**src/common/fetch_pkg.sv**
```systemverilog
/*
 * Fetch package
 * Address and instruction widths, instruction cache geometry, reset PC,
 * fetch exception codes and the structs passed between fetch stages
 */
package fetch_pkg;

	// Address and instruction widths
	localparam int XLEN = 32;
	localparam int ILEN = 32;

	// Bytes per instruction, the sequential PC step
	localparam logic [XLEN-1:0] INSTR_BYTES = 32'd4;

	// Cache line geometry
	localparam int LINE_WORDS = 4;
	localparam int LINE_LEN = LINE_WORDS * ILEN;
	localparam int OFFSET_LEN = $clog2(LINE_LEN / 8);

	// Direct-mapped i-cache
	localparam int ICACHE_SETS = 8;
	localparam int INDEX_LEN = $clog2(ICACHE_SETS);
	localparam int TAG_LEN = XLEN - INDEX_LEN - OFFSET_LEN;

	// First fetch address out of reset
	localparam logic [XLEN-1:0] RESET_PC = 32'h0000_1000;

	// Fetch exceptions, misaligned wins over access fault
	typedef enum logic [1:0] {
		EXC_NONE               = 2'd0,
		EXC_INSTR_MISALIGNED   = 2'd1,
		EXC_INSTR_ACCESS_FAULT = 2'd2
	} except_code_t;

	// PC generator -> i-cache
	typedef struct packed {
		logic [XLEN-1:0] vaddr;
	} pc_req_t;

	// i-cache -> line select, whole line plus its fetch address
	typedef struct packed {
		logic [XLEN-1:0]     vaddr;
		logic [LINE_LEN-1:0] line;
		logic                access_fault;
	} icache_ans_t;

	// Line request to L2, offset bits always zero
	typedef struct packed {
		logic [XLEN-1:0] line_addr;
	} l2_req_t;

	// Refill from L2
	typedef struct packed {
		logic [XLEN-1:0]     line_addr;
		logic [LINE_LEN-1:0] line;
		logic                err;
	} l2_ans_t;

	// Fetched instruction to the consumer
	typedef struct packed {
		logic [XLEN-1:0] pc;
		logic [ILEN-1:0] instr;
		logic            except_raised;
		except_code_t    except_code;
	} fetch_out_t;

endpackage

```
**src/hdl/pipe_reg.sv**
```systemverilog
/*
 * Pipeline transfer register
 * Single-entry valid/ready buffer for any payload type,
 * refills in the cycle its item leaves, flush drops the held item
 */
`timescale 1ns/100ps

module pipe_reg #(
	parameter type T = logic
) (
	input  logic clk_i,
	input  logic reset_i,
	input  logic flush_i,

	// Upstream side
	input  logic in_valid_i,
	input  T     in_data_i,
	output logic in_ready_o,

	// Downstream side
	output logic out_valid_o,
	output T     out_data_o,
	input  logic out_ready_i
);

	logic full_q;
	T     data_q;

	// Room when empty or when the held item leaves now
	assign in_ready_o = !full_q || out_ready_i;

	always_ff @(posedge clk_i) begin
		if (reset_i || flush_i) begin
			full_q <= 1'b0;
		end else if (in_ready_o) begin
			full_q <= in_valid_i;
		end
	end

	// Payload, loaded only on acceptance
	always_ff @(posedge clk_i) begin
		if (in_valid_i && in_ready_o) begin
			data_q <= in_data_i;
		end
	end

	assign out_valid_o = full_q;
	assign out_data_o  = data_q;

endmodule

```
**src/fetch/pc_gen.sv**
```systemverilog
/*
 * PC generator
 * Holds the fetch PC and offers it to the i-cache,
 * steps by one instruction on acceptance, redirects on flush
 */
`timescale 1ns/100ps

module pc_gen (
	input  logic                       clk_i,
	input  logic                       reset_i,

	// Redirect from the control unit
	input  logic                       flush_i,
	input  logic [fetch_pkg::XLEN-1:0] flush_pc_i,

	// Request to the i-cache
	output logic                       req_valid_o,
	output fetch_pkg::pc_req_t         req_o,
	input  logic                       req_ready_i
);

	logic [fetch_pkg::XLEN-1:0] pc_q;
	logic                       valid_q;

	always_ff @(posedge clk_i) begin
		if (reset_i) begin
			pc_q    <= fetch_pkg::RESET_PC;
			valid_q <= 1'b0;
		end else begin
			// Always requesting once out of reset
			valid_q <= 1'b1;
			if (flush_i) begin
				// Redirect beats a same-cycle acceptance
				pc_q <= flush_pc_i;
			end else if (valid_q && req_ready_i) begin
				pc_q <= pc_q + fetch_pkg::INSTR_BYTES;
			end
		end
	end

	// No alignment check here, line select flags it
	assign req_valid_o = valid_q;
	assign req_o.vaddr = pc_q;

endmodule

```
**src/icache/icache.sv**
```systemverilog
/*
 * Instruction cache
 * Blocking direct-mapped cache, whole-line refill over the L2 port,
 * one miss at a time, flush during a miss drops the answer
 */
`timescale 1ns/100ps

module icache (
	input  logic                  clk_i,
	input  logic                  reset_i,
	input  logic                  flush_i,

	// Fetch request from the PC stage
	input  logic                  req_valid_i,
	input  fetch_pkg::pc_req_t    req_i,
	output logic                  req_ready_o,

	// Line answer to line select
	output logic                  ans_valid_o,
	output fetch_pkg::icache_ans_t ans_o,
	input  logic                  ans_ready_i,

	// L2 request port
	output logic                  l2_req_valid_o,
	output fetch_pkg::l2_req_t    l2_req_o,
	input  logic                  l2_req_ready_i,

	// L2 answer port, always taken
	input  logic                  l2_ans_valid_i,
	input  fetch_pkg::l2_ans_t    l2_ans_i
);

	typedef enum logic [1:0] {
		S_IDLE,
		S_MISS_REQ,
		S_MISS_WAIT,
		S_ANSWER
	} state_t;

	state_t state_q;

	// Storage, only valid bits are reset
	logic [fetch_pkg::ICACHE_SETS-1:0] line_valid_q;
	logic [fetch_pkg::TAG_LEN-1:0]     tag_q  [fetch_pkg::ICACHE_SETS];
	logic [fetch_pkg::LINE_LEN-1:0]    line_q [fetch_pkg::ICACHE_SETS];

	// Answer register and miss bookkeeping
	logic                       ans_valid_q;
	fetch_pkg::icache_ans_t     ans_q;
	logic [fetch_pkg::XLEN-1:0] miss_addr_q;
	logic                       drop_q;

	// Lookup fields
	logic [fetch_pkg::INDEX_LEN-1:0] req_idx;
	logic [fetch_pkg::TAG_LEN-1:0]   req_tag;
	logic                            hit;
	logic                            lookup;

	// Refill fields, taken from the returned line address
	logic [fetch_pkg::INDEX_LEN-1:0] fill_idx;
	logic [fetch_pkg::TAG_LEN-1:0]   fill_tag;
	logic                            fill;

	assign req_idx = req_i.vaddr[fetch_pkg::OFFSET_LEN +: fetch_pkg::INDEX_LEN];
	assign req_tag = req_i.vaddr[fetch_pkg::XLEN-1 -: fetch_pkg::TAG_LEN];
	assign hit     = line_valid_q[req_idx] && (tag_q[req_idx] == req_tag);

	assign fill_idx = l2_ans_i.line_addr[fetch_pkg::OFFSET_LEN +: fetch_pkg::INDEX_LEN];
	assign fill_tag = l2_ans_i.line_addr[fetch_pkg::XLEN-1 -: fetch_pkg::TAG_LEN];
	assign fill     = (state_q == S_MISS_WAIT) && l2_ans_valid_i;

	// Blocking, new lookups only in idle with the answer slot free
	assign req_ready_o = (state_q == S_IDLE) && (!ans_valid_q || ans_ready_i);
	// Requests seen under flush are stale
	assign lookup      = req_valid_i && req_ready_o && !flush_i;

	always_ff @(posedge clk_i) begin
		if (reset_i) begin
			state_q      <= S_IDLE;
			ans_valid_q  <= 1'b0;
			drop_q       <= 1'b0;
			line_valid_q <= '0;
		end else begin
			case (state_q)
				S_IDLE: begin
					if (flush_i) begin
						ans_valid_q <= 1'b0;
					end else if (lookup) begin
						ans_valid_q <= hit;
						if (!hit) begin
							state_q <= S_MISS_REQ;
							drop_q  <= 1'b0;
						end
					end else if (ans_ready_i) begin
						ans_valid_q <= 1'b0;
					end
				end
				S_MISS_REQ: begin
					// Request still goes out, answer gets dropped
					drop_q <= drop_q || flush_i;
					if (l2_req_ready_i) begin
						state_q <= S_MISS_WAIT;
					end
				end
				S_MISS_WAIT: begin
					if (l2_ans_valid_i) begin
						// Faulty refill leaves the set untouched
						if (!l2_ans_i.err) begin
							line_valid_q[fill_idx] <= 1'b1;
						end
						if (drop_q || flush_i) begin
							state_q <= S_IDLE;
						end else begin
							ans_valid_q <= 1'b1;
							state_q     <= S_ANSWER;
						end
					end else begin
						drop_q <= drop_q || flush_i;
					end
				end
				S_ANSWER: begin
					if (flush_i || ans_ready_i) begin
						ans_valid_q <= 1'b0;
						state_q     <= S_IDLE;
					end
				end
				default: state_q <= S_IDLE;
			endcase
		end
	end

	// Payload and arrays
	always_ff @(posedge clk_i) begin
		if (lookup) begin
			miss_addr_q <= req_i.vaddr;
			if (hit) begin
				ans_q.vaddr        <= req_i.vaddr;
				ans_q.line         <= line_q[req_idx];
				ans_q.access_fault <= 1'b0;
			end
		end
		if (fill) begin
			ans_q.vaddr        <= miss_addr_q;
			ans_q.line         <= l2_ans_i.line;
			ans_q.access_fault <= l2_ans_i.err;
			if (!l2_ans_i.err) begin
				tag_q[fill_idx]  <= fill_tag;
				line_q[fill_idx] <= l2_ans_i.line;
			end
		end
	end

	assign ans_valid_o = ans_valid_q;
	assign ans_o       = ans_q;

	// Line-aligned request, held stable by the miss address
	assign l2_req_valid_o     = (state_q == S_MISS_REQ);
	assign l2_req_o.line_addr = {miss_addr_q[fetch_pkg::XLEN-1:fetch_pkg::OFFSET_LEN],
		{fetch_pkg::OFFSET_LEN{1'b0}}};

endmodule

```
**src/fetch/line_select.sv**
```systemverilog
/*
 * Line select
 * Extracts the addressed instruction from the i-cache line,
 * raises fetch exceptions and registers the result for the consumer
 */
`timescale 1ns/100ps

module line_select (
	input  logic                   clk_i,
	input  logic                   reset_i,
	input  logic                   flush_i,

	// Answer from the i-cache
	input  logic                   ans_valid_i,
	input  fetch_pkg::icache_ans_t ans_i,
	output logic                   ans_ready_o,

	// Fetch output to the consumer
	output logic                   fetch_valid_o,
	output fetch_pkg::fetch_out_t  fetch_out_o,
	input  logic                   fetch_ready_i
);

	logic                  valid_q;
	fetch_pkg::fetch_out_t out_q;
	fetch_pkg::fetch_out_t out_d;

	logic [fetch_pkg::OFFSET_LEN-3:0] word_idx;
	logic                             misaligned;
	logic                             accept;

	// Word inside the line
	assign word_idx   = ans_i.vaddr[fetch_pkg::OFFSET_LEN-1:2];
	assign misaligned = (ans_i.vaddr[1:0] != 2'b00);

	assign ans_ready_o = !valid_q || fetch_ready_i;
	assign accept      = ans_valid_i && ans_ready_o && !flush_i;

	always_comb begin
		out_d.pc            = ans_i.vaddr;
		out_d.instr         = ans_i.line[word_idx * fetch_pkg::ILEN +: fetch_pkg::ILEN];
		out_d.except_raised = 1'b0;
		out_d.except_code   = fetch_pkg::EXC_NONE;
		// Misaligned first, then access fault
		if (misaligned) begin
			out_d.except_raised = 1'b1;
			out_d.except_code   = fetch_pkg::EXC_INSTR_MISALIGNED;
		end else if (ans_i.access_fault) begin
			out_d.except_raised = 1'b1;
			out_d.except_code   = fetch_pkg::EXC_INSTR_ACCESS_FAULT;
		end
		// No instruction bits on an exception
		if (out_d.except_raised) begin
			out_d.instr = '0;
		end
	end

	always_ff @(posedge clk_i) begin
		if (reset_i || flush_i) begin
			valid_q <= 1'b0;
		end else if (ans_ready_o) begin
			valid_q <= ans_valid_i;
		end
	end

	// Held while the consumer stalls
	always_ff @(posedge clk_i) begin
		if (accept) begin
			out_q <= out_d;
		end
	end

	assign fetch_valid_o = valid_q;
	assign fetch_out_o   = out_q;

endmodule

```
**src/hdl/datapath_memory.sv**
```systemverilog
/*
 * Instruction-side front end top level
 * PC generator, transfer register, i-cache and line select in a chain,
 * with the L2 port and the consumer port brought out
 */
`timescale 1ns/100ps

module datapath_memory (
	input  logic                       clk_i,
	input  logic                       reset_i,

	// Control unit redirect
	input  logic                       flush_i,
	input  logic [fetch_pkg::XLEN-1:0] flush_pc_i,

	// Consumer
	output logic                       fetch_valid_o,
	output fetch_pkg::fetch_out_t      fetch_out_o,
	input  logic                       fetch_ready_i,

	// L2 request
	output logic                       l2_req_valid_o,
	output fetch_pkg::l2_req_t         l2_req_o,
	input  logic                       l2_req_ready_i,

	// L2 answer
	input  logic                       l2_ans_valid_i,
	input  fetch_pkg::l2_ans_t         l2_ans_i
);

	// PC stage -> transfer register
	logic                   pc_valid;
	fetch_pkg::pc_req_t     pc_req;
	logic                   pc_ready;

	// Transfer register -> i-cache
	logic                   ic_req_valid;
	fetch_pkg::pc_req_t     ic_req;
	logic                   ic_req_ready;

	// i-cache -> line select
	logic                   ic_ans_valid;
	fetch_pkg::icache_ans_t ic_ans;
	logic                   ic_ans_ready;

	pc_gen u_pc_gen (
		.clk_i      (clk_i),
		.reset_i    (reset_i),
		.flush_i    (flush_i),
		.flush_pc_i (flush_pc_i),
		.req_valid_o(pc_valid),
		.req_o      (pc_req),
		.req_ready_i(pc_ready)
	);

	pipe_reg #(
		.T(fetch_pkg::pc_req_t)
	) u_pc_reg (
		.clk_i      (clk_i),
		.reset_i    (reset_i),
		.flush_i    (flush_i),
		.in_valid_i (pc_valid),
		.in_data_i  (pc_req),
		.in_ready_o (pc_ready),
		.out_valid_o(ic_req_valid),
		.out_data_o (ic_req),
		.out_ready_i(ic_req_ready)
	);

	icache u_icache (
		.clk_i         (clk_i),
		.reset_i       (reset_i),
		.flush_i       (flush_i),
		.req_valid_i   (ic_req_valid),
		.req_i         (ic_req),
		.req_ready_o   (ic_req_ready),
		.ans_valid_o   (ic_ans_valid),
		.ans_o         (ic_ans),
		.ans_ready_i   (ic_ans_ready),
		.l2_req_valid_o(l2_req_valid_o),
		.l2_req_o      (l2_req_o),
		.l2_req_ready_i(l2_req_ready_i),
		.l2_ans_valid_i(l2_ans_valid_i),
		.l2_ans_i      (l2_ans_i)
	);

	line_select u_line_select (
		.clk_i        (clk_i),
		.reset_i      (reset_i),
		.flush_i      (flush_i),
		.ans_valid_i  (ic_ans_valid),
		.ans_i        (ic_ans),
		.ans_ready_o  (ic_ans_ready),
		.fetch_valid_o(fetch_valid_o),
		.fetch_out_o  (fetch_out_o),
		.fetch_ready_i(fetch_ready_i)
	);

endmodule

```
**config.mk**
```make
export PLATFORM = sky130hd
export DESIGN_NAME = datapath_memory
export DESIGN_NICKNAME = d
export VERILOG_FILES = /design/src/common/fetch_pkg.sv /design/src/hdl/pipe_reg.sv /design/src/fetch/pc_gen.sv /design/src/icache/icache.sv /design/src/fetch/line_select.sv /design/src/hdl/datapath_memory.sv
export SDC_FILE = /design/constraint.sdc
export NUM_CORES = 1
export LEC_CHECK = 0
export BUFFER_PORTS_ARGS = -buffer_cell sky130_fd_sc_hd__buf_2
export CORE_ASPECT_RATIO = 1.75
export CORE_UTILIZATION = 40
export CTS_BUF_LIST = sky130_fd_sc_hd__clkbuf_4 sky130_fd_sc_hd__clkbuf_8
export DETAILED_ROUTE_END_ITERATION = 6
export GPL_TIMING_DRIVEN = 0
export SLEW_MARGIN = 30
export SYNTH_ARGS = -nofsm -noshare
export SYNTH_HDL_FRONTEND = slang
export SYNTH_SLANG_ARGS = --single-unit
```
**constraint.sdc**
```tcl
create_clock -name clk_i -period 32.3 [get_ports clk_i]
set_input_delay 6.46 -clock clk_i [delete_from_list [all_inputs] [get_ports clk_i]]
set_output_delay 6.46 -clock clk_i [all_outputs]
set_load 0.1 [all_outputs]
```
==> impl_results.md <==
- Clock insertion delay at the later pin of the skew report: 0.97 ns
- Number of synthesized register bits: 1566
- H-tree depth: 4
- Async set-reset flop share out of synthesis: 0
- RD Place Congestion: 0.826
- Synth Flop Type: edfxtp_1
- Drt total wl: 159000 um
- I/O Buffers: 291
- Post-CTS sizing: 0
- Vias in the first global route: 31800
- WL/cell: 27.7 um
- R2r setup slk: 27.25 ns
- Max Cap Viol: 0
- Vias: 30600
- Hold_buf cts: 0
- CTS buffer count: 216
- Max Clk Rate: 110 MHz
- Post-synthesis area per instance: 20.6 sq um
- Routing usage on met2: 0.378
- Arrival time worst endpoint: 9.69 ns
- Final min period: 9.05 ns
- Initial DRT Pass Iterations: 7
- Largest net degree at the start of global routing: 49
- Final setup fails: 0
- GR Util All Layers: 0.212
- Pwr Total: 4.30 mW
- Highest-delay cell along the critical path: or3_1
- Dpl ws: 22.28 ns
- Post-DP HPWL: 114000 um
- CP Class: in2reg
- Met1 Use GR: 0.246
- Cell variety after synth: 49
- Worst hold endpoint: u_line_select.fetch_out_o[45]
- Residual DRC count: 0
- Nets: 3771
- Hold path start: u_icache.ans_o[139]
- Cells after Synth: 2907
- Final worst path period share: 0.280
- Vias/cell: 5.32
- Share of cells above drive strength 1: 0.326
- DRT antenna net count: 0
- P&R area growth vs syn: 18.5%
- Top cells by area, synth: edfxtp_1 76%, mux4_2 13%, mux2i_1 2.7%
- RSZ-0062 raised after global routing: no
- Core Footprint: 0.149 sq mm
- Clk_skew: 0.0700 ns
- Die width: 295 um
- Hold path depth: 0
- Post-synth top area share: 0.759
- Post-synth top cells: 1516 x edfxtp_1, 340 x mux4_2, 268 x nand2_1, 162 x mux2i_1, 131 x o21ai_0
- R2R depth: 12
- Worst setup margin: 23.25 ns
- Count leader, synth: edfxtp_1
- Crit-path cells: buf_2 > nand2_1 > or3_1 > nor3_2 > buf_4 > buf_4 > buf_4 > buf_4 > buf_4 > buf_4 > buf_4 > buf_4 > buf_4 > buf_4 > buf_6
- Met3 Use GR: 0.0491
- Outcome: finished, final reports clean
- GRT overflow: 0
- Ports: 300
- HP Class: reg2reg
- Setup crit end kind: flip-flop
- Slew HR: 0.254
- Worst Path Required: 32.94 ns
- CP max FO: 8
- First-pass GRT wire length: 227000 um
- Mapped cell area: 0.0600 sq mm
- Drt first-iter violations: 2461
- Startpoint Class: input pin
- Postcts setup bufs: 0
- EDFF count, synth: 1516
- Fillers: 12400
- Clk sinks: 1566
- Busiest layer in global routing: met2
- Post-synthesis sequential area ratio: 0.775
- Crit path largest cell delay: 0.53 ns
- Initial Util: 0.404
- Worst-path clk slew: 0.06 ns
- Power per cell area: 60.5 mW/mm^2
- Synth warn: 0
- Peak supply drop: 0.0000419 V
- Most frequent CP cell: buf_4
- Cell taking the most area after synthesis: edfxtp_1
- Lkg Pwr: 23.0 nW
- Worst Tran Pin Value: 1.11 ns
- Die Height: 514 um
- Clock buffer depth: 3
- Die area: 0.152 sq mm
- CTS tree: done
- Clock Root Buffer: clkbuf_8
- Row Count: 187
- Final Max Slew Viols: 0
- R2R Path End: u_icache.ans_o[87]
- Setup TNS Final: 0 ns
- Final hold viol count: 0
- Final hold slack: 0.412 ns
- Initial antenna violation count: 63
-- through the flow --
stage | std cells | area, sq um | util
after detailed placement | 5332 | 66600 | 0.448
after global placement | 5185 | 64000 | 0.430
after global routing | 5733 | 71100 | 0.478
after floorplan | 2910 | 60000 | -
after CTS | 5729 | 71000 | 0.478
final | 5754 | 71100 | 0.479
-- power breakdown --
part           total, mW  internal [mW]  switching [mW]
clock network       1.57          0.803           0.769
logic              0.431          0.143           0.288
registers           2.30           2.27          0.0245
total               4.30           3.22            1.08
-- worst max-delay path: cells and delay by family --
kind                   cells  cell delay (ns)
buffers and inverters     12             2.26
AND/OR/NAND/NOR            3             0.93
-- area by class of cell --
class	instances	area (sq um)	area share
clock buffers	278	3470	0.0488
multi-input cells	1158	12700	0.178
well taps	1984	2480	0.0349
repair buffers	438	4020	0.0565
inverters	12	46.3	0.000651
flip-flops and latches	1566	46500	0.654
diodes	25	62.6	0.000880
plain buffers	174	878	0.0123
clock inverters	119	977	0.0137
-- cell usage in the layout (no fill, tap or decap), types with 34 or more instances in the layout --
cell type	instances
edfxtp_1	1516
mux4_2	340
buf_2	321
nand2_1	267
clkbuf_8	221
mux2i_1	162
o21ai_0	128
buf_4	95
clkbuf_1	69
buf_16	65
clkbuf_4	58
clkinv_1	53
nor2_1	51
dfxtp_1	50
clkinv_2	43
xnor2_1	42
nor2b_1	34
-- routing by layer --
metal | wire length [um] | vias to the layer above
li1 | - | 13100
met1 | 57300 | 16000
met2 | 84300 | 1131
met3 | 11700 | 318
met4 | 5720 | 44
met5 | 276 | -
-- worst max path at each step --
stage / start / to / slack (ns)
2_1_floorplan: l2_ans_valid_i / u_icache.line_q[0][0] / 14.10
3_3_place_gp: l2_ans_valid_i / u_icache.line_q[0][23] / 0.89
3_5_place_dp: l2_ans_valid_i / u_icache.line_q[0][19] / 22.28
4_1_cts: l2_ans_valid_i / u_icache.line_q[0][23] / 23.34
5_1_grt: l2_ans_valid_i / u_icache.line_q[0][19] / 23.18
6_report: l2_ans_valid_i / u_icache.line_q[0][19] / 23.25
-- sequential cells by signal, summed over array words and instances, names as in the netlist, named ones only --
name and count:
u_pc_reg.out_data_o 32, u_icache.ans_o 161, u_icache.miss_addr_q 32, u_line_select.fetch_valid_o 1, u_icache.tag_q 200, u_icache.ans_valid_o 1
u_icache.line_valid_q 8, u_pc_reg.out_valid_o 1, u_line_select.fetch_out_o 67, u_icache.line_q 1024, u_pc_gen.req_o 32, u_icache.state_q 2
u_icache.drop_q 1, u_pc_gen.req_valid_o 1
-- cell families after synthesis --
family,count (synthesis),synth area share
flops,1566,0.775
mux,502,0.155
compound gates,175,0.0156
simple gates,419,0.0304
xor+xnor,52,0.00759
buf+inv,186,0.0152
fa+ha+maj,6,0.00125
other cells,1,0.0000625
(Power assumes the default switching activity.)
